## config.mk

```make
export PLATFORM = sky130hd
export DESIGN_NAME = trace_data_store
export DESIGN_NICKNAME = d
export VERILOG_FILES = /design/src/trace_pkg.sv /design/src/trace_data_store.sv
export SDC_FILE = /design/constraint.sdc
export NUM_CORES = 2
export LEC_CHECK = 0
export ABC_AREA = 1
export BUFFER_PORTS_ARGS = -buffer_cell sky130_fd_sc_hd__buf_2
export CAP_MARGIN = 20
export CORE_ASPECT_RATIO = 1.25
export CORE_MARGIN = 3
export CORE_UTILIZATION = 25
export CTS_CLUSTER_DIAMETER = 150
export DETAILED_ROUTE_END_ITERATION = 12
export SLEW_MARGIN = 10
export SYNTH_ARGS = -nofsm -noshare
export SYNTH_HDL_FRONTEND = slang
export SYNTH_MEMORY_MAX_BITS = 65536
export SYNTH_SLANG_ARGS = --single-unit
```

## constraint.sdc

```tcl
create_clock -name clk -period 18.6 [get_ports clk]
set_input_delay 3.72 -clock clk [delete_from_list [all_inputs] [get_ports clk]]
set_output_delay 3.72 -clock clk [all_outputs]
set_load 0.005 [all_outputs]
```

## src/trace_pkg.sv

```systemverilog
// sizes are fixed here; PCs count halfwords and a trace never spans more than num_lanes bundles
package trace_pkg;

        localparam int va_sz      = 32;                 // virtual address width
        localparam int num_lanes  = 4;                  // bundles per trace
        localparam int num_lines  = 8;                  // trace lines
        localparam int line_idx_w = $clog2(num_lines);
        localparam int use_w      = 3;                  // use counter width

        localparam logic [use_w-1:0] use_max  = 3'd7;   // counter saturates here
        localparam logic [use_w-1:0] use_fill = 3'd2;   // floor given to a newly filled line

        typedef logic [va_sz-1:1]     pc_t;             // halfword PC
        typedef logic [num_lanes-1:0] lane_mask_t;
        typedef logic [num_lines-1:0] line_vec_t;

        // how a bundle leaves its pc
        typedef enum logic [1:0] {
                br_none     = 2'd0,                     // falls through
                br_relative = 2'd1,                     // pc + immed
                br_indirect = 2'd2                      // pc_dest
        } branch_kind_e;

        typedef struct packed {
                pc_t          pc;
                logic [31:0]  insn;
                logic [31:0]  immed;
                logic         short_ins;                // compressed instruction
                branch_kind_e kind;
                pc_t          pc_dest;
        } trace_bundle_t;

        typedef struct packed {
                lane_mask_t                     valid;
                trace_bundle_t [num_lanes-1:0]  b;
        } trace_group_t;

        // one-cycle fill request toward the metadata and the bundle array
        typedef struct packed {
                logic       write;
                lane_mask_t lanes;
                pc_t        tag;                        // start pc of the trace
                pc_t        next;                       // pc after the last lane
        } fill_req_t;

        // the top bits of scale pick a timer reload run of 4 to 7 ones with scale[1:0] above it
        function automatic logic [8:0] decay_reload(input logic [3:0] scale);
                logic [8:0] val;
                case (scale[3:2])
                2'b00:   val = {3'b000, scale[1:0], 4'hf};
                2'b01:   val = {2'b00, scale[1:0], 5'h1f};
                2'b10:   val = {1'b0, scale[1:0], 6'h3f};
                default: val = {scale[1:0], 7'h7f};
                endcase
                return val;
        endfunction

endpackage

```

## src/trace_data_store.sv

```systemverilog
// one read and one write port; lanes outside the stored mask hold stale bundles
`timescale 1ns/10ps

module trace_data_store import trace_pkg::*; (
        input  logic                  clk,
        input  logic                  reset,
        input  logic                  rename_stall,
        input  fill_req_t             fill,
        input  logic [line_idx_w-1:0] fill_line,
        input  trace_group_t          trace_in,
        input  line_vec_t             lookup_match,
        output trace_group_t          trace_out
);

        trace_bundle_t mem      [num_lines][num_lanes];
        lane_mask_t    mem_mask [num_lines];

        trace_bundle_t [num_lanes-1:0] rd_b;
        lane_mask_t                    rd_valid;
        trace_bundle_t [num_lanes-1:0] out_b;
        lane_mask_t                    out_valid;

        // per-lane write strobes into the chosen line
        always_ff @(posedge clk) begin
                if (fill.write) begin
                        mem_mask[fill_line] <= fill.lanes;
                        for (int l = 0; l < num_lanes; l++) begin
                                if (fill.lanes[l])
                                        mem[fill_line][l] <= trace_in.b[l];
                        end
                end
        end

        // one-hot read of the hit line, all zero on a miss
        always_comb begin
                rd_b     = '0;
                rd_valid = '0;
                for (int i = 0; i < num_lines; i++) begin
                        if (lookup_match[i]) begin
                                rd_valid = rd_valid | mem_mask[i];
                                for (int l = 0; l < num_lanes; l++)
                                        rd_b[l] = rd_b[l] | mem[i][l];
                        end
                end
        end

        always_ff @(posedge clk) begin
                if (reset)
                        out_valid <= '0;
                else if (!rename_stall)
                        out_valid <= rd_valid;              // held while rename stalls
        end

        always_ff @(posedge clk) begin
                if (!rename_stall)
                        out_b <= rd_b;
        end

        assign trace_out.valid = out_valid;
        assign trace_out.b     = out_b;

        // the OR mux needs a single selected line whenever it is captured
        a_read_onehot: assert property (@(posedge clk) disable iff (reset)
                !rename_stall |-> $onehot0(lookup_match));

endmodule

```

==> key figures <==
Outcome
  – Status: complete, no violations

Setup path
  – Crit path DAT: 8.00 ns
  – Critical path destination: mem[5][72]
  – Worst EP required: 19.13 ns
  – Reg-to-reg endpoint: trace_out[507]
  – CP startpoint kind: input pin
  – Crit Path Class: input pin to flip-flop
  – Reg2reg start: mem[0][120]
  – Crit-path max FO: 39
  – CP Capture Type: flip-flop
  – Worst Setup SP: fill[65]
  – Path depth of the worst reg2reg path: 4
  – R2R Setup Slk: 17.04 ns

Clocking
  – Clock Sinks: 4680
  – Hold_buf cts: 0
  – Resize count post-CTS: 0
  – Clk_lat worst skew: 1.00 ns
  – CTS tree: done
  – Postcts setup bufs: 0
  – Cts bufs inserted: 446
  – Root Buffer: clkbuf_16
  – H-tree Lvls: 5
  – Clock Path Buffers: 4
  – Clock slew at reported path FFs: 0.06 ns

STA
  – Slew margin rel.: 28.4%
  – RSZ-0062 raised after global routing: false
  – Sum Neg Setup Slack: 0 ns
  – Final Hold Vio Count: 0
  – WHS: 0.442 ns
  – Achievable clock frequency: 134 MHz
  – Final setup violation count: 0
  – Post-route clock period utilization: 40.2%
  – Final min period: 7.47 ns
  – Final Slew Violations: 0
  – Clock Skews: 0.103 ns
  – Actual slew at the worst max-slew pin: 1.07 ns
  – Setup WS post-layout: 11.13 ns

Yosys
  – Cell variety after synth: 13
  – Post-synthesis simple-gate area fraction: 15.2%
  – Synth area leaders: edfxtp_1 83%, nand2_1 10%, nand4_1 2.2%, nand3_1 1.4%, nor2_1 1.1%
  – Post-Synthesis Cells: 11400
  – Xor/xnor share of the synthesized area: 0%
  – Post-synth top area cell: edfxtp_1
  – Seq/Total Area, Yosys: 83.2%
  – Syn Area/Cell: 14.8 sq um
  – Mux cell area share after synthesis: 0%
  – Post-Syn Nets: 12000
  – Top cell type's share of synthesized area: 83.1%
  – Compound-Gate Fraction of Synth Area: 0.0119%
  – Post-Synth Adder-Cell Area: 0%
  – Yosys warning count: 0
  – Largest family of logic cells by synthesized area: simple AND/OR/NAND/NOR gates
  – Mapped Area: 169000 sq um
  – Post-synthesis register bit count: 4680

Pwr
  – Flop pwr share: 54.8%
  – Clock Power Share: 41.1%
  – Sw Ratio: 21.7%
  – Worst VDD drop: 0.000114 V
  – Pwr Density: 109 nW/um^2
  – P_sw: 4.73 mW
  – Pint: 17.0 mW
  – Static leakage: 68.3 nW
  – Final Total Pwr: 21.8 mW
  – Logic pwr share: 4.1%

GRT
  – Total grt overflow: 0
  – Largest net degree at the start of global routing: 118
  – Vias in the first global route: 91100
  – Initial antenna violation count: 260
  – Overall Global Routing Usage: 13.6%
  – First-pass GRT wire length: 683000 um

Placed design
  – Post-Place Cells: 21100
  – Gp weighted congestion: 0.754
  – Post-detail-place hpwl: 288000 um
  – Pre-CTS setup slack: 10.07 ns
  – # port buffers: 1054

Final layout
  – Final non-filler cell total: 22100
  – Nets: 13200
  – Most frequent cells in the layout: 4676 x edfxtp_1, 4632 x nand2_1, 1046 x buf_2, 581 x nand4_1, 476 x nor2_1
  – Layout cell share with drive strength beyond 1: 14.6%
  – Area grow syn2layout: 18.1%
  – Most common cell after layout, fill and taps aside: edfxtp_1
  – FILL cells: 66300

Drt
  – WL final: 487000 um
  – Drt drc: 0
  – Antenna Nets Post-Route: 0
  – DR pass1 iterations: 8
  – DR iter-0 viols: 8403
  – DR vias: 95700
  – Per-cell routed wire length: 22.1 um
  – Routed vias/inst: 4.34

Worst hold path
  – Hold path start: mem[5][84]
  – Min-delay worst type: flip-flop to flip-flop

Die
  – Io pins: 1121
  – Starting density of the core: 25.2%
  – Die area: 686000 sq um
  – Chip Height: 925 um
  – Die X-Extent: 741 um
  – Row Count: 336
  – Core area: 671000 sq um

Run
  – Max-Cap Viols: 0
layout make-up:
class / instances / area, sq um / share of cell area (%)
Multi-Input combinational cell: 6249 / 25900 / 13.0
Clock inverter: 275 / 2840 / 1.42
Clock buffer: 539 / 11500 / 5.78
Tap cell: 8957 / 11200 / 5.62
Antenna cell: 106 / 265 / 0.133
Timing Repair Buffer: 1242 / 7110 / 3.57
Sequential cell: 4680 / 140000 / 70.5
Inverter: 14 / 60.1 / 0.0301
power groups by stage:
stage / combinational [mW] / sequential [mW] / clock (mW)
after global placement: 0.900 / 12.1 / 0
final: 0.901 / 11.9 / 8.94
after floorplan: 0.409 / 12.2 / 0
after global routing: 0.991 / 11.9 / 9.54
after detailed placement: 0.916 / 12.2 / 0
after CTS: 0.919 / 11.9 / 9.14
through the flow:
stage	area, sq um	utilization (%)
after floorplan	169000	-
after global placement	185000	27.5
after detailed placement	185000	27.5
after CTS	199000	29.7
after global routing	199000	29.7
final	199000	29.7
logic make-up (layout without fill, tap and decap cells):
logic type / after synthesis / in the layout
AO/OA/AOI/OAI: 4 / 4
buffers and inverters: 478 / 2070
flip-flops: 4680 / 4680
other: 0 / 106
AND/OR/NAND/NOR: 6245 / 6245
layer usage:
| metal | vias to the layer above | GRT usage (%) | share of wire (%) |
|---|---|---|---|
| met5 | - | 0 | 0.23 |
| met4 | 170 | 4.39 | 3.2 |
| met3 | 948 | 4.03 | 9.1 |
| met1 | 47900 | 17.0 | 40 |
| li1 | 43200 | - | - |
| met2 | 3435 | 22.6 | 48 |
worst min path at each step:
| stage | end | slack [ns] | cells past startpoint |
|---|---|---|---|
| global route | trace_out[471] | 0.47 | 2 |
| floorplan | trace_out[514] | 0.51 | 2 |
| CTS | trace_out[471] | 0.43 | 2 |
| global placement | trace_out[312] | 0.52 | 2 |
| finish | trace_out[471] | 0.44 | 2 |
| detailed placement | trace_out[94] | 0.52 | 2 |
worst max-delay path, cell delays in order:
cell and delay, ns:
buf_2 0.22, nand2_1 0.47, nor2_4 0.88, buf_4 0.49, buf_4 0.59, buf_4 0.63
buf_4 0.73
sequential cells by signal (all words and copies together), names as in the netlist:
register / flops
mem: 4128
mem_mask: 32
out_valid: 4
trace_out: 516
cells in the mapped netlist:
cell type	n
buf_2	332
inv_1	14
dfxtp_1	4
buf_6	37
nand2_1	4632
nand4_1	581
nor2_1	508
nand3_1	459
a21oi_1	4
clkbuf_1	27
or2_1	65
buf_4	68
edfxtp_1	4676
Power figures use the tool's default switching activity.
