**config.mk**
```make
export PLATFORM = sky130hd
export DESIGN_NAME = trace_line_meta
export DESIGN_NICKNAME = d
export VERILOG_FILES = /design/src/trace_pkg.sv /design/src/trace_line_meta.sv
export SDC_FILE = /design/constraint.sdc
export NUM_CORES = 1
export LEC_CHECK = 0
export BUFFER_PORTS_ARGS = -buffer_cell sky130_fd_sc_hd__clkbuf_2
export CORE_MARGIN = 8
export CORE_UTILIZATION = 55
export CTS_CLUSTER_DIAMETER = 40
export CTS_CLUSTER_SIZE = 25
export DETAILED_ROUTE_END_ITERATION = 12
export GPL_TIMING_DRIVEN = 1
export PLACE_DENSITY = 0.85
export SYNTH_ARGS = -nofsm -noshare
export SYNTH_HDL_FRONTEND = slang
export SYNTH_SLANG_ARGS = --single-unit
```
**constraint.sdc**
```tcl
create_clock -name clk -period 5 [get_ports clk]
set_clock_uncertainty 0.1 [all_clocks]
set_input_delay 1 -clock clk [delete_from_list [all_inputs] [get_ports clk]]
set_output_delay 1 -clock clk [all_outputs]
set_load 0.01 [all_outputs]
```
**src/trace_pkg.sv**
```systemverilog
// sizes are fixed here; PCs count halfwords and a trace never spans more than num_lanes bundles
package trace_pkg;

        localparam int va_sz      = 32;                 // virtual address width
        localparam int num_lanes  = 4;                  // bundles per trace
        localparam int num_lines  = 8;                  // trace lines
        localparam int line_idx_w = $clog2(num_lines);
        localparam int use_w      = 3;                  // use counter width

        localparam logic [use_w-1:0] use_max  = 3'd7;   // counter saturates here
        localparam logic [use_w-1:0] use_fill = 3'd2;   // floor given to a newly filled line

        typedef logic [va_sz-1:1]     pc_t;             // halfword PC
        typedef logic [num_lanes-1:0] lane_mask_t;
        typedef logic [num_lines-1:0] line_vec_t;

        // how a bundle leaves its pc
        typedef enum logic [1:0] {
                br_none     = 2'd0,                     // falls through
                br_relative = 2'd1,                     // pc + immed
                br_indirect = 2'd2                      // pc_dest
        } branch_kind_e;

        typedef struct packed {
                pc_t          pc;
                logic [31:0]  insn;
                logic [31:0]  immed;
                logic         short_ins;                // compressed instruction
                branch_kind_e kind;
                pc_t          pc_dest;
        } trace_bundle_t;

        typedef struct packed {
                lane_mask_t                     valid;
                trace_bundle_t [num_lanes-1:0]  b;
        } trace_group_t;

        // one-cycle fill request toward the metadata and the bundle array
        typedef struct packed {
                logic       write;
                lane_mask_t lanes;
                pc_t        tag;                        // start pc of the trace
                pc_t        next;                       // pc after the last lane
        } fill_req_t;

        // the top bits of scale pick a timer reload run of 4 to 7 ones with scale[1:0] above it
        function automatic logic [8:0] decay_reload(input logic [3:0] scale);
                logic [8:0] val;
                case (scale[3:2])
                2'b00:   val = {3'b000, scale[1:0], 4'hf};
                2'b01:   val = {2'b00, scale[1:0], 5'h1f};
                2'b10:   val = {1'b0, scale[1:0], 6'h3f};
                default: val = {scale[1:0], 7'h7f};
                endcase
                return val;
        endfunction

endpackage

```
**src/trace_line_meta.sv**
```systemverilog
// lookup is combinational over all lines; clear, or trace_enable low, wipes masks and counters at the next edge
`timescale 1ns/10ps

module trace_line_meta import trace_pkg::*; (
        input  logic                  clk,
        input  logic                  reset,
        input  logic                  clear,
        input  logic                  trace_enable,
        input  logic [3:0]            trace_scale,
        input  pc_t                   pc,
        input  logic                  pc_used,
        input  logic                  rename_stall,
        input  pc_t                   start_pc,
        input  fill_req_t             fill,
        output logic                  start_hit,
        output logic                  free_valid,
        output logic [line_idx_w-1:0] fill_line,
        output line_vec_t             lookup_match,
        output logic                  trace_hit,
        output pc_t                   pc_next
);

        lane_mask_t       valid_mask [num_lines];
        pc_t              tag        [num_lines];
        pc_t              next_pc    [num_lines];
        logic [use_w-1:0] use_cnt    [num_lines];

        logic [8:0] decay_cnt;
        logic       tick;
        logic       wipe;
        line_vec_t  hit_q;                              // lookup hits of the last unstalled cycle
        line_vec_t  fill_sel;
        line_vec_t  start_match;
        line_vec_t  free;

        assign wipe     = clear || !trace_enable;
        assign tick     = decay_cnt == '0;
        assign fill_sel = fill.write ? (line_vec_t'(1) << fill_line) : '0;

        // associative compare against lines whose lane 0 is valid
        always_comb begin
                for (int i = 0; i < num_lines; i++) begin
                        lookup_match[i] = valid_mask[i][0] && tag[i] == pc;
                        start_match[i]  = valid_mask[i][0] && tag[i] == start_pc;
                        free[i]         = use_cnt[i] == '0;
                end
        end

        assign trace_hit = |lookup_match;
        assign start_hit = |start_match;

        always_comb begin
                pc_next = '0;
                for (int i = 0; i < num_lines; i++) begin
                        if (lookup_match[i])
                                pc_next = pc_next | next_pc[i];     // one-hot mux
                end
        end

        // lowest free line wins
        always_comb begin
                free_valid = 1'b0;
                fill_line  = '0;
                for (int i = num_lines - 1; i >= 0; i--) begin
                        if (free[i]) begin
                                free_valid = 1'b1;
                                fill_line  = line_idx_w'(i);
                        end
                end
        end

        always_ff @(posedge clk) begin
                if (reset || tick)
                        decay_cnt <= decay_reload(trace_scale);
                else
                        decay_cnt <= decay_cnt - 9'd1;
        end

        always_ff @(posedge clk) begin
                if (reset || wipe)
                        hit_q <= '0;
                else if (!rename_stall)
                        hit_q <= lookup_match;
        end

        always_ff @(posedge clk) begin
                for (int i = 0; i < num_lines; i++) begin
                        if (reset || wipe)
                                valid_mask[i] <= '0;
                        else if (fill_sel[i])
                                valid_mask[i] <= fill.lanes;

                        if (fill_sel[i]) begin              // tag and next pc of the new line
                                tag[i]     <= fill.tag;
                                next_pc[i] <= fill.next;
                        end

                        if (reset || wipe) begin
                                use_cnt[i] <= '0;
                        end else if (fill_sel[i]) begin
                                if (use_cnt[i] < use_fill)
                                        use_cnt[i] <= use_fill;
                        end else if (hit_q[i] && pc_used) begin
                                if (!tick && use_cnt[i] != use_max)
                                        use_cnt[i] <= use_cnt[i] + 1'b1;
                        end else if (tick && use_cnt[i] != '0) begin
                                use_cnt[i] <= use_cnt[i] - 1'b1;
                        end
                end
        end

        // duplicate start pcs are refused by the fill logic, so tags stay unique
        a_match_onehot: assert property (@(posedge clk) disable iff (reset)
                $onehot0(lookup_match));

        // fill requests only target a line this module offered
        a_fill_free: assert property (@(posedge clk) disable iff (reset)
                fill.write |-> free_valid);

endmodule

```
==> metrics <==
Req. time, crit path 3.90 ns; WL met2 about 41 mm; highest routed layer met5; syn avg cell area around 14 um2; first-pass GRT wire length ~120 mm; routability cong. about 1; die width about 230 um; distinct cell type count after synthesis 55; DP Area approximately 27000 um2; #FFs+latches synth between 500 and 600; most frequent cells in the layout edfxtp_1, xnor2_1, clkbuf_2, nand4_1, nand3_1; CP Class primary input to output port; Max VDD drop approximately 400 uV; CTS max path bufs 3; power per cell area between 300 and 400 nW/um2; Hold Vio Cnt, Final 0; Tmin final 4.82 ns; postcts setup bufs 0; via-per-instance ratio ~6.4; DRT met1 WL about 30 mm; clock sink total approximately 550; Net count, final between 2000 and 2500; Ys Warns 0; Detailed Place HPWL around 59 mm; CTS tree yes; drc violations 0; htree depth 3; slew margin rel. between 30% and 40%; vias in the first global route about 18000; reg2reg path depth 8; sequential area share after synthesis 62.9%; num ports roughly 180; grt ovf 0; routed vias around 18000; post_cts resized 0; proportion of layout cells with a drive suffix above 1 17.7%; run status complete, no violations; final wirelength between 80 and 90 mm; largest net degree at the start of global routing 45; # port buffers 180; most common cell after layout, fill and taps aside edfxtp_1; Worst Path Arrival about 3.7 ns; crit-path max FO 32; Finished Cell Area approximately 30000 um2; Syn Inst Count roughly 1900; Rows 79; worst hold stages 1; initial core utilization ~56%; Syn Std Cell Area roughly 26000 um2; Initial DRC Count 2439; Die Height about 230 um; HP Class flip-flop to flip-flop; Post-synth EDFFs 528; cts hold-fix bufs 0; fmax 208 MHz; CTS Root Cell clkbuf_16; Worst setup SP type primary input; Setup crit end kind output port; Clock Latency Late Sink 0.61 ns; Main synth FF type edfxtp_1; initial antenna violation count 7; number of CTS-inserted buffers 75; net count after synthesis slightly above 2000; Syn-to-layout area delta 16.4%; area of the core between 40000 and 50000 um2; Die ar. approximately 54000 um2; Final setup viols 0; actual slew at the worst max-slew pin around 1.0 ns; unrepaired setup endpoints after global routing false; Post-synth ARST share 0%; ANT nets after route 0; routed wl met3 9.48 mm; Final Cycle Share 96.3%; Wirelength per Cell roughly 31 um; post-route setup TNS 0 ns; First-pass DRT Iterations 6; Slew Limit Fails 0; clk slew on worst S/H paths 0.06 ns; Tot GR Track Use 31.5%; Max-Cap Viols 0; P_leak ~9.8 nW
per-layer routing:
metal | global-route usage (%) | vias up
met5 | 0 | -
met2 | 51.1 | 1267
li1 | - | 7380
met4 | 15.8 | 4
met1 | 39.0 | 8656
met3 | 7.79 | 222
Yosys cell counts, drive strengths merged, types with 3 or more instances:
library cell	number	area, um2
nor2	48	180
ha	37	463
o21ai	10	50.0
nor2b	11	68.8
nor3	13	70.1
a211oi	6	45.0
edfxtp	528	15900
a22oi	61	458
nor4	37	299
clkbuf	46	173
nand4b	8	70.1
inv	26	97.6
nand2	45	169
xor2	9	78.8
and3	5	31.3
nand3	134	671
a22o	3	26.3
xnor2	500	4380
nand3b	24	193
a21oi	17	85.1
dfxtp	17	340
nor3b	4	30.0
buf	65	387
nand4	162	1010
nand2b	11	68.8
and2	10	62.6
mux2i	17	170
final cells by class:
cell class	instances	area, um2
Tap cell	607	759
Fill cell	3226	16400
Inverter	26	97.6
Timing Repair Buffer	231	1410
Clock inverter	63	624
Multi-Input combinational cell	1196	9000
Antenna cell	3	7.51
Clock buffer	76	1880
Sequential cell	545	16200
through the flow:
step,utilization [%],cells,hold slack [ns],worst slack [ns],total power (W)
after floorplan,-,1878,0.272,0.0171,0.00573
after global placement,59.2,2605,0.280,0.303,0.00608
after detailed placement,59.2,2605,0.310,0.334,0.00609
after CTS,64.6,2744,0.322,0.291,0.0113
after global routing,64.6,2744,0.336,0.171,0.0115
final,64.7,2747,0.312,0.183,0.0113
cells by family after synthesis:
| group | count (synthesis) | synth area share (%) |
|---|---|---|
| compound gates | 113 | 3.14 |
| flops | 545 | 62.9 |
| buf+inv | 137 | 2.55 |
| xor+xnor | 509 | 17.3 |
| fa+ha+maj | 37 | 1.80 |
| simple gates | 519 | 11.6 |
| mux | 18 | 0.705 |
state kept, by name (all words and copies together), names as in the netlist:
name and cells:
decay_cnt 9, next_pc 248, hit_q 8, tag 248, use_cnt 24, valid_mask 8
worst max-delay path, cell delays in order:
cell      delay [ns]
clkbuf_2        0.21
xnor2_1         0.68
nand4_1         0.28
nor4_1          0.45
buf_4           0.21
and2_1          0.16
buf_12          0.23
a22oi_1         0.13
nand3b_1        0.17
clkbuf_2        0.17
worst paths after layout:
kind / start / to / slack (ns)
worst max register to register: use_cnt[0][0]$_DFFE_PP_ / tag[1][49]$_DFFE_PP_ / 1.42
worst min register to register: decay_cnt[0]$_SDFF_PN1_ / decay_cnt[0]$_SDFF_PN1_ / 0.31
worst min-delay path: decay_cnt[0]$_SDFF_PN1_ / decay_cnt[0]$_SDFF_PN1_ / 0.31
worst max-delay path: pc[0] / pc_next[29] / 0.18
report_power, final:
group	internal (W)	total, W	leakage [nW]	switching, W
logic	0.000271	0.000825	3.58	0.000554
registers	0.00513	0.00520	5.02	0.0000650
clock network	0.00306	0.00527	1.22	0.00221
No activity file was read; power rests on OpenSTA's default activity.
