===== src/trace_pkg.sv =====
// sizes are fixed here; PCs count halfwords and a trace never spans more than num_lanes bundles
package trace_pkg;

        localparam int va_sz      = 32;                 // virtual address width
        localparam int num_lanes  = 4;                  // bundles per trace
        localparam int num_lines  = 8;                  // trace lines
        localparam int line_idx_w = $clog2(num_lines);
        localparam int use_w      = 3;                  // use counter width

        localparam logic [use_w-1:0] use_max  = 3'd7;   // counter saturates here
        localparam logic [use_w-1:0] use_fill = 3'd2;   // floor given to a newly filled line

        typedef logic [va_sz-1:1]     pc_t;             // halfword PC
        typedef logic [num_lanes-1:0] lane_mask_t;
        typedef logic [num_lines-1:0] line_vec_t;

        // how a bundle leaves its pc
        typedef enum logic [1:0] {
                br_none     = 2'd0,                     // falls through
                br_relative = 2'd1,                     // pc + immed
                br_indirect = 2'd2                      // pc_dest
        } branch_kind_e;

        typedef struct packed {
                pc_t          pc;
                logic [31:0]  insn;
                logic [31:0]  immed;
                logic         short_ins;                // compressed instruction
                branch_kind_e kind;
                pc_t          pc_dest;
        } trace_bundle_t;

        typedef struct packed {
                lane_mask_t                     valid;
                trace_bundle_t [num_lanes-1:0]  b;
        } trace_group_t;

        // one-cycle fill request toward the metadata and the bundle array
        typedef struct packed {
                logic       write;
                lane_mask_t lanes;
                pc_t        tag;                        // start pc of the trace
                pc_t        next;                       // pc after the last lane
        } fill_req_t;

        // the top bits of scale pick a timer reload run of 4 to 7 ones with scale[1:0] above it
        function automatic logic [8:0] decay_reload(input logic [3:0] scale);
                logic [8:0] val;
                case (scale[3:2])
                2'b00:   val = {3'b000, scale[1:0], 4'hf};
                2'b01:   val = {2'b00, scale[1:0], 5'h1f};
                2'b10:   val = {1'b0, scale[1:0], 6'h3f};
                default: val = {scale[1:0], 7'h7f};
                endcase
                return val;
        endfunction

endpackage


===== src/trace_fill_ctrl.sv =====
// combinational only; a group is taken whole as a new line or dropped, partial merges are not done
`timescale 1ns/10ps

module trace_fill_ctrl import trace_pkg::*; (
        input  trace_group_t trace_in,
        input  lane_mask_t   will_trap,
        input  logic         flush,
        input  logic         start_hit,                 // start pc already cached
        input  logic         free_valid,                // a line is free
        output pc_t          start_pc,
        output fill_req_t    fill
);

        pc_t        lane_next [num_lanes];
        pc_t        last_next;
        lane_mask_t valid;
        logic       contiguous;
        logic       trapped;
        logic       clean;

        assign valid    = trace_in.valid;
        assign start_pc = trace_in.b[0].pc;

        // valid lanes must form a run starting at lane 0
        assign contiguous = ((valid + lane_mask_t'(1)) & valid) == '0;
        assign trapped    = |(will_trap & valid);
        assign clean      = valid[0] && contiguous && !trapped && !flush;

        // where each lane would continue
        always_comb begin
                for (int i = 0; i < num_lanes; i++) begin
                        case (trace_in.b[i].kind)
                        br_relative: lane_next[i] = trace_in.b[i].pc +
                                                    pc_t'(trace_in.b[i].immed[va_sz-2:0]);
                        br_indirect: lane_next[i] = trace_in.b[i].pc_dest;
                        default:     lane_next[i] = trace_in.b[i].pc +
                                                    {{(va_sz-3){1'b0}},
                                                     ~trace_in.b[i].short_ins,
                                                     trace_in.b[i].short_ins};
                        endcase
                end
        end

        // pick the highest valid lane
        always_comb begin
                last_next = lane_next[0];
                for (int i = 1; i < num_lanes; i++) begin
                        if (valid[i])
                                last_next = lane_next[i];
                end
        end

        always_comb begin
                fill.write = clean && !start_hit && free_valid;
                fill.lanes = valid;
                fill.tag   = start_pc;
                fill.next  = last_next;
        end

endmodule


===== config.mk =====
export PLATFORM = sky130hd
export DESIGN_NAME = trace_fill_ctrl
export DESIGN_NICKNAME = d
export VERILOG_FILES = /design/src/trace_pkg.sv /design/src/trace_fill_ctrl.sv
export SDC_FILE = /design/constraint.sdc
export NUM_CORES = 1
export LEC_CHECK = 0
export BUFFER_PORTS_ARGS = -buffer_cell sky130_fd_sc_hd__buf_2
export CORE_AREA = 2 2 242 244
export DETAILED_ROUTE_END_ITERATION = 8
export DIE_AREA = 0 0 244 246
export GPL_TIMING_DRIVEN = 0
export PLACE_DENSITY = 0.37
export RECOVER_POWER = 100
export SETUP_SLACK_MARGIN = 0.02
export SLEW_MARGIN = 20
export SYNTH_ARGS = -nofsm -noshare
export SYNTH_HDL_FRONTEND = slang
export SYNTH_SLANG_ARGS = --single-unit

===== constraint.sdc =====
create_clock -name vclk -period 18
set_input_delay 3.6 -clock vclk [all_inputs]
set_output_delay 3.6 -clock vclk [all_outputs]
set_load 0.01 [all_outputs]

==> impl_metrics.csv, run 1 <==
group,metric,value,unit
floorplan,start_util,16.32,%
power,peakVddDrop,0.000009502,V
global_routing,grt_pass1_wl,82510,um
worst_setup_path,critical-path-max-stage-delay,850,ps
placed_design,io_buffers,493,
sta,period_needed,12600,ps
detailed_routing,routed_wl,59150,um
detailed_routing,ant_nets,0,
yosys,yosys.area.top_type_share,16.04,%
yosys,seq_area_frac_synth,0,%
power,power,370.1,uW
sta,finalSetupViolations,0,
final_layout,syn2layout_area_growth,35.46,%
global_routing,overflow,0,
global_routing,grt.busiest_layer,"met2",
worst_setup_path,crit_path_cell_trace,"buf_2 -> nor2b_1 -> clkbuf_1 -> mux2_2 -> ha_1 -> fa_1 -> a211oi_1 -> o21ai_0 -> a2111oi_0 -> o31a_1 -> o21bai_1 -> a221oi_1 -> xnor2_1 -> nor2_1 -> nor4_1 -> o31a_1 -> clkbuf_1",
worst_setup_path,worstSetupStartpointType,"input pin",
worst_setup_path,cp.arrival,9000,ps
yosys,synthTopCellsByArea,"ha_1 (16%), and2_1 (7.9%), a21oi_1 (7.9%)",
global_routing,grt_pass1_vias,12370,
yosys,yosys_warnings,0,
detailed_routing,first_iter_violations,513,
global_routing,grt_use_met1,23.28,%
final_layout,clockBufferCount,0,
global_routing,gr-usage-met2,33.61,%
floorplan,ioPinCount,625,
placed_design,placed_cells,2682,
worst_setup_path,critPathCaptureType,"primary output",
yosys,syn_avg_cell_area,6.574,sq um
sta,rsz0062_at_grt,"false",
sta,max_freq,0.07936,GHz
floorplan,die_width,244,um
floorplan,die_area,0.06002,sq mm
detailed_routing,firstDrtPassIters,5,
worst_setup_path,critPathKind,"input pin to primary output",
floorplan,die_h,246,um
yosys,synth_nets,2075,
yosys,synth_area,0.009361,sq mm
global_routing,antenna_found_initial,22,
clock_tree,ctsResizeCount,0,
global_routing,grt_max_degree,11,
detailed_routing,drc_errors,0,
detailed_routing,via_count,12322,
power,p_leak,0.006080,uW
power,power.density,29.19,mW/mm^2
final_layout,fin_cells,2688,
placed_design,dpl.hpwl,53450,um
worst_setup_path,cp_data_required_time,14400,ps
yosys,netlist_instances,1424,
global_routing,grt_usage,18.59,%
sta,fin_crit_sh,70.01,%
detailed_routing,routedWlPerCell,22.00,um
sta,whs,7518,ps
sta,relSlewSlack,34.85,%
sta,tns,0,ps
final_layout,seq_area,0,sq um
final_layout,design.seq.count,0,
final_layout,drive_above_1_share,25.67,%
placed_design,gp_congestion,0.8843,
yosys,yosysMostFrequentCell,"a21oi_1",
sta,hold_violations,0,
worst_hold_path,hp-class,"input pin to primary output",
floorplan,core_area,0.05737,sq mm
flow_run,maxCapViolCount,0,
run_status,status,"complete, no violations",
floorplan,rows,88,
yosys,synth_common_cells,"a21oi_1 (147), nand2_1 (145), ha_1 (120)",
worst_setup_path,crit_slowest_cell,"nor4_1",
worst_setup_path,crit_fanout,10,
yosys,synth_top_area_cell,"ha_1",
worst_setup_path,critPathTopFamily,"compound AO/OA/AOI/OAI gates",
clock_tree,post_cts_buffers,0,
yosys,synthDistinctLibCells,72,
final_layout,final_nets,2570,
clock_tree,hold_buffers,0,
worst_setup_path,crit_buf_inv,3,
sta,drv_slew,0,
global_routing,grt_use_met3,3.671,%
detailed_routing,drt-vias-per-instance,4.584,
sta,tightest_slew,968.3,ps
==> cell type report <==
cell class	count	area, sq um
diodes	6	15.01
fillers	6676	44680
repair buffers	493	2359
well taps	765	957.2
multi-input cells	1257	8476
inverters	41	153.9
plain buffers	126	720.7
==> metal layers <==
| layer | routed length [um] | part of all wire [%] |
|---|---|---|
| met1 | 26090 | 44 |
| met2 | 28500 | 48 |
| met3 | 3616 | 6.1 |
| met4 | 805 | 1.4 |
| met5 | 138 | 0.23 |
==> layout by cell type, fill, tap and decap left out, types with 13 or more instances in the layout <==
cell and count:
xor2_1 44, clkbuf_1 140, o211ai_1 26, buf_4 58, ha_1 120, a211oi_1 42
nand2_1 145, and2_1 118, o21a_1 16, and3_1 14, nor2_1 97, a31oi_1 17
o21ai_0 110, nand3_1 25, nand4_1 16, nor3_1 19, buf_2 406, xnor2_1 48
nor2b_1 15, a21o_1 58, inv_1 40, o21bai_1 26, mux2i_1 13, a21oi_1 147
==> path summary, 6_finish.rpt <==
check | start | endpoint | cells after the start
max | trace_in[161] | fill[18] | 17
min | trace_in[516] | fill[62] | 3
==> tightest hold or removal path: stages <==
cell	delay, ps
buf_2	90
buf_4	90
clkbuf_1	130
==> report_power, final <==
group,internal [uW],switching (uW)
combinational,146,224
sequential,0,0
clock,0.0000446,0
total,146,224
==> stage by stage <==
stage | utilization (%) | setup slack [ps] | instance area [sq um]
after floorplan | - | 7149 | 9361
after global placement | 22.29 | 5304 | 12790
after detailed placement | 22.29 | 5373 | 12790
after CTS | 22.29 | 5345 | 12790
after global routing | 22.09 | 4831 | 12670
final | 22.11 | 5399 | 12680
==> logic make-up (layout without fill, tap and decap cells) <==
kind of cell | Yosys count | count (layout) | synth area share [%]
simple gates | 496 | 496 | 26.56
xor+xnor | 92 | 92 | 8.607
compound gates | 526 | 526 | 36.49
buf+inv | 167 | 660 | 9.342
other cells | 0 | 6 | 0
mux | 19 | 19 | 2.112
fa+ha+maj | 124 | 124 | 16.89
Power figures use the tool's default switching activity.
==> inputs of run 2 (changes only) <==
--- a/config.mk
+++ b/config.mk
@@ -5,12 +5,13 @@
 export SDC_FILE = /design/constraint.sdc
 export NUM_CORES = 1
 export LEC_CHECK = 0
+export ABC_AREA = 1
 export BUFFER_PORTS_ARGS = -buffer_cell sky130_fd_sc_hd__buf_2
-export CORE_AREA = 2 2 242 244
+export CORE_AREA = 2 2 245 247
 export DETAILED_ROUTE_END_ITERATION = 8
-export DIE_AREA = 0 0 244 246
+export DIE_AREA = 0 0 247 249
 export GPL_TIMING_DRIVEN = 0
-export PLACE_DENSITY = 0.37
+export PLACE_DENSITY = 0.43
 export RECOVER_POWER = 100
 export SETUP_SLACK_MARGIN = 0.02
 export SLEW_MARGIN = 20
==> constraint.sdc (replaced) <==
create_clock -name vclk -period 10.8
set_input_delay 2.16 -clock vclk [all_inputs]
set_output_delay 2.16 -clock vclk [all_outputs]
set_load 0.01 [all_outputs]
==> run 2 against run 1 <==
Count of clock-buffer cells in the layout unchanged. Setup slack got worse by 2400 ps. Hold slack got worse by 3000 ps. Routed wire length increased by 12%. Power increased by 86%. Critical path type unchanged. Critical endpoint is now fill[12]. Global-route usage increased by 1.9 points. Synthesized area increased by 27%. First-iteration DRC count increased by 120%. Non-clock buffer count decreased by 8. Die area increased by 2.5%. Largest cell class unchanged. Cell area increased by 20%.
==> impl_metrics.csv, run 2 <==
group,metric,value,unit
run_status,status,"complete, no violations",
worst_setup_path,crit_fanout,10,
yosys,yosys_warnings,0,
detailed_routing,drc_errors,0,
global_routing,antenna_found_initial,3,
sta,tns,0,ps
flow_run,maxCapViolCount,0,
final_layout,final_nets,3570,
floorplan,rows,89,
final_layout,final_cell_mix,"nand2_1 (770), inv_1 (442), buf_2 (426), nor2_1 (296), nand3_1 (181)",
worst_setup_path,cp_common_cell,"nand2_1",
yosys,synth_nets,3076,
floorplan,start_util,20.32,%
detailed_routing,via_count,16340,
final_layout,syn2layout_area_growth,27.70,%
sta,drv_slew,0,
placed_design,io_buffers,492,
power,p_leak,0.009262,uW
worst_setup_path,critical-path-max-stage-delay,420,ps
sta,final.setup.worst_slack,3015,ps
detailed_routing,drt-vias-per-instance,4.428,
power,power,687.8,uW
yosys,seq_area_frac_synth,0,%
final_layout,drive_above_1_share,18.48,%
yosys,syn_avg_cell_area,4.918,sq um
detailed_routing,routed_wl,66380,um
placed_design,gp_congestion,0.9470,
sta,hold_violations,0,
sta,tightest_slew,921.5,ps
final_layout,antenna_cells,0,
worst_setup_path,cp.arrival,5630,ps
worst_setup_path,cp_data_required_time,8640,ps
yosys,synth_top_area_cell,"nand2_1",
detailed_routing,first_iter_violations,1123,
floorplan,die_width,247,um
worst_setup_path,critPathKind,"input pin to primary output",
worst_setup_path,cp-startpoint,"trace_in[419]",
yosys,netlist_instances,2425,
final_layout,multi_input_area,0.009509,sq mm
clock_tree,hold_buffers,0,
floorplan,die_area,0.06150,sq mm
sta,finalSetupViolations,0,
floorplan,core_area,0.05869,sq mm
worst_setup_path,crit_end,"fill[12]",
placed_design,dp_slack,2987,ps
global_routing,grt_pass1_wl,95500,um
yosys,synthTopCellsByArea,"nand2_1 (24%), inv_1 (14%), ha_1 (13%)",
clock_tree,ctsResizeCount,0,
clock_tree,post_cts_buffers,0,
sta,rsz0062_at_grt,"false",
yosys,synth_common_cells,"nand2_1 (769), inv_1 (442), nor2_1 (296)",
detailed_routing,ant_nets,0,
yosys,synth_area,0.01193,sq mm
floorplan,ioPinCount,625,
worst_setup_path,crit_path_cell_trace,"buf_2 -> nor2_1 -> inv_1 -> clkbuf_1 -> nand2_1 -> nand2_1 -> ha_1 -> fa_1 -> nand2_1 -> clkinv_1 -> nand2_1 -> nand2_1 -> a21oi_1 -> o21ai_0 -> xnor2_1 -> nand2_1 -> o211ai_1 -> nand2_1 -> clkbuf_1",
final_layout,final_common_cell,"nand2_1",
final_layout,seq_area,0,sq um
power,power.density,45.16,mW/mm^2
yosys,yosysMostFrequentCell,"nand2_1",
sta,relSlewSlack,38.57,%
worst_setup_path,crit_slowest_cell,"fa_1",
sta,max_freq,0.1284,GHz
sta,whs,4530,ps
global_routing,grt_usage,20.51,%
final_layout,fillers,7229,
detailed_routing,routedWlPerCell,17.99,um
final_layout,design.seq.count,0,
sta,period_needed,7785,ps
final_layout,fin_cells,3690,
yosys,synthDistinctLibCells,44,
worst_setup_path,worstSetupStartpointType,"input pin",
worst_hold_path,hp-class,"input pin to primary output",
sta,fin_crit_sh,72.09,%
global_routing,grt_pass1_vias,15601,
yosys,yosys.area.top_type_share,24.21,%
worst_setup_path,critPathCaptureType,"primary output",
floorplan,die_h,249,um
placed_design,placed_cells,3690,
detailed_routing,firstDrtPassIters,6,
final_layout,clockBufferCount,0,
global_routing,grt_max_degree,11,
placed_design,dpl.hpwl,60100,um
power,peakVddDrop,0.00001982,V
global_routing,overflow,0,
[run 2: logic make-up (layout without fill, tap and decap cells)]
kind of cell	after synthesis	in the layout	share of synthesized area, %
simple gates	1342	1342	46.46
buf+inv	564	1056	19.99
compound gates	337	337	16.03
fa+ha+maj	124	124	13.26
xor+xnor	58	58	4.260
[run 2: power breakdown]
| part | internal (uW) | switching (uW) |
|---|---|---|
| Clock | 0 | 0 |
| Combinational | 244 | 444 |
| Sequential | 0 | 0 |
[run 2: worst min path at each step]
stage	startpoint	to	depth (start not counted)
2_1_floorplan	trace_in[98]	fill[31]	1
3_3_place_gp	trace_in[519]	fill[65]	2
3_5_place_dp	trace_in[519]	fill[65]	2
4_1_cts	trace_in[519]	fill[65]	2
5_1_grt	trace_in[519]	fill[65]	2
6_report	trace_in[519]	fill[65]	2
[run 2: worst max-delay path: cells and delay by family]
kind / cells / cell delay (ps)
AO/OA/AOI/OAI: 3 / 780
XOR/XNOR: 1 / 300
adder cells (fa/ha/maj): 2 / 630
buffers and inverters: 5 / 750
AND/OR/NAND/NOR: 8 / 1000
[run 2: layout make-up]
class	instances	area share (%)
timing repair buffer	492	15.55
inverter	445	10.97
multi-input combinational	1861	62.44
tap	773	6.351
buffer	119	4.683
[run 2: metal layers]
metal	GRT usage (%)	vias to the layer above	routed length [um]
li1	-	8512	-
met1	27.53	7255	30370
met2	36.43	531	31610
met3	1.476	38	3404
met4	2.530	4	968
met5	0	-	24
[run 2: stage by stage]
stage	util [%]	instance area, sq um
global route	25.95	15230
detailed placement	26.16	15350
CTS	26.16	15350
finish	25.95	15230
floorplan	-	11930
global placement	26.16	15350
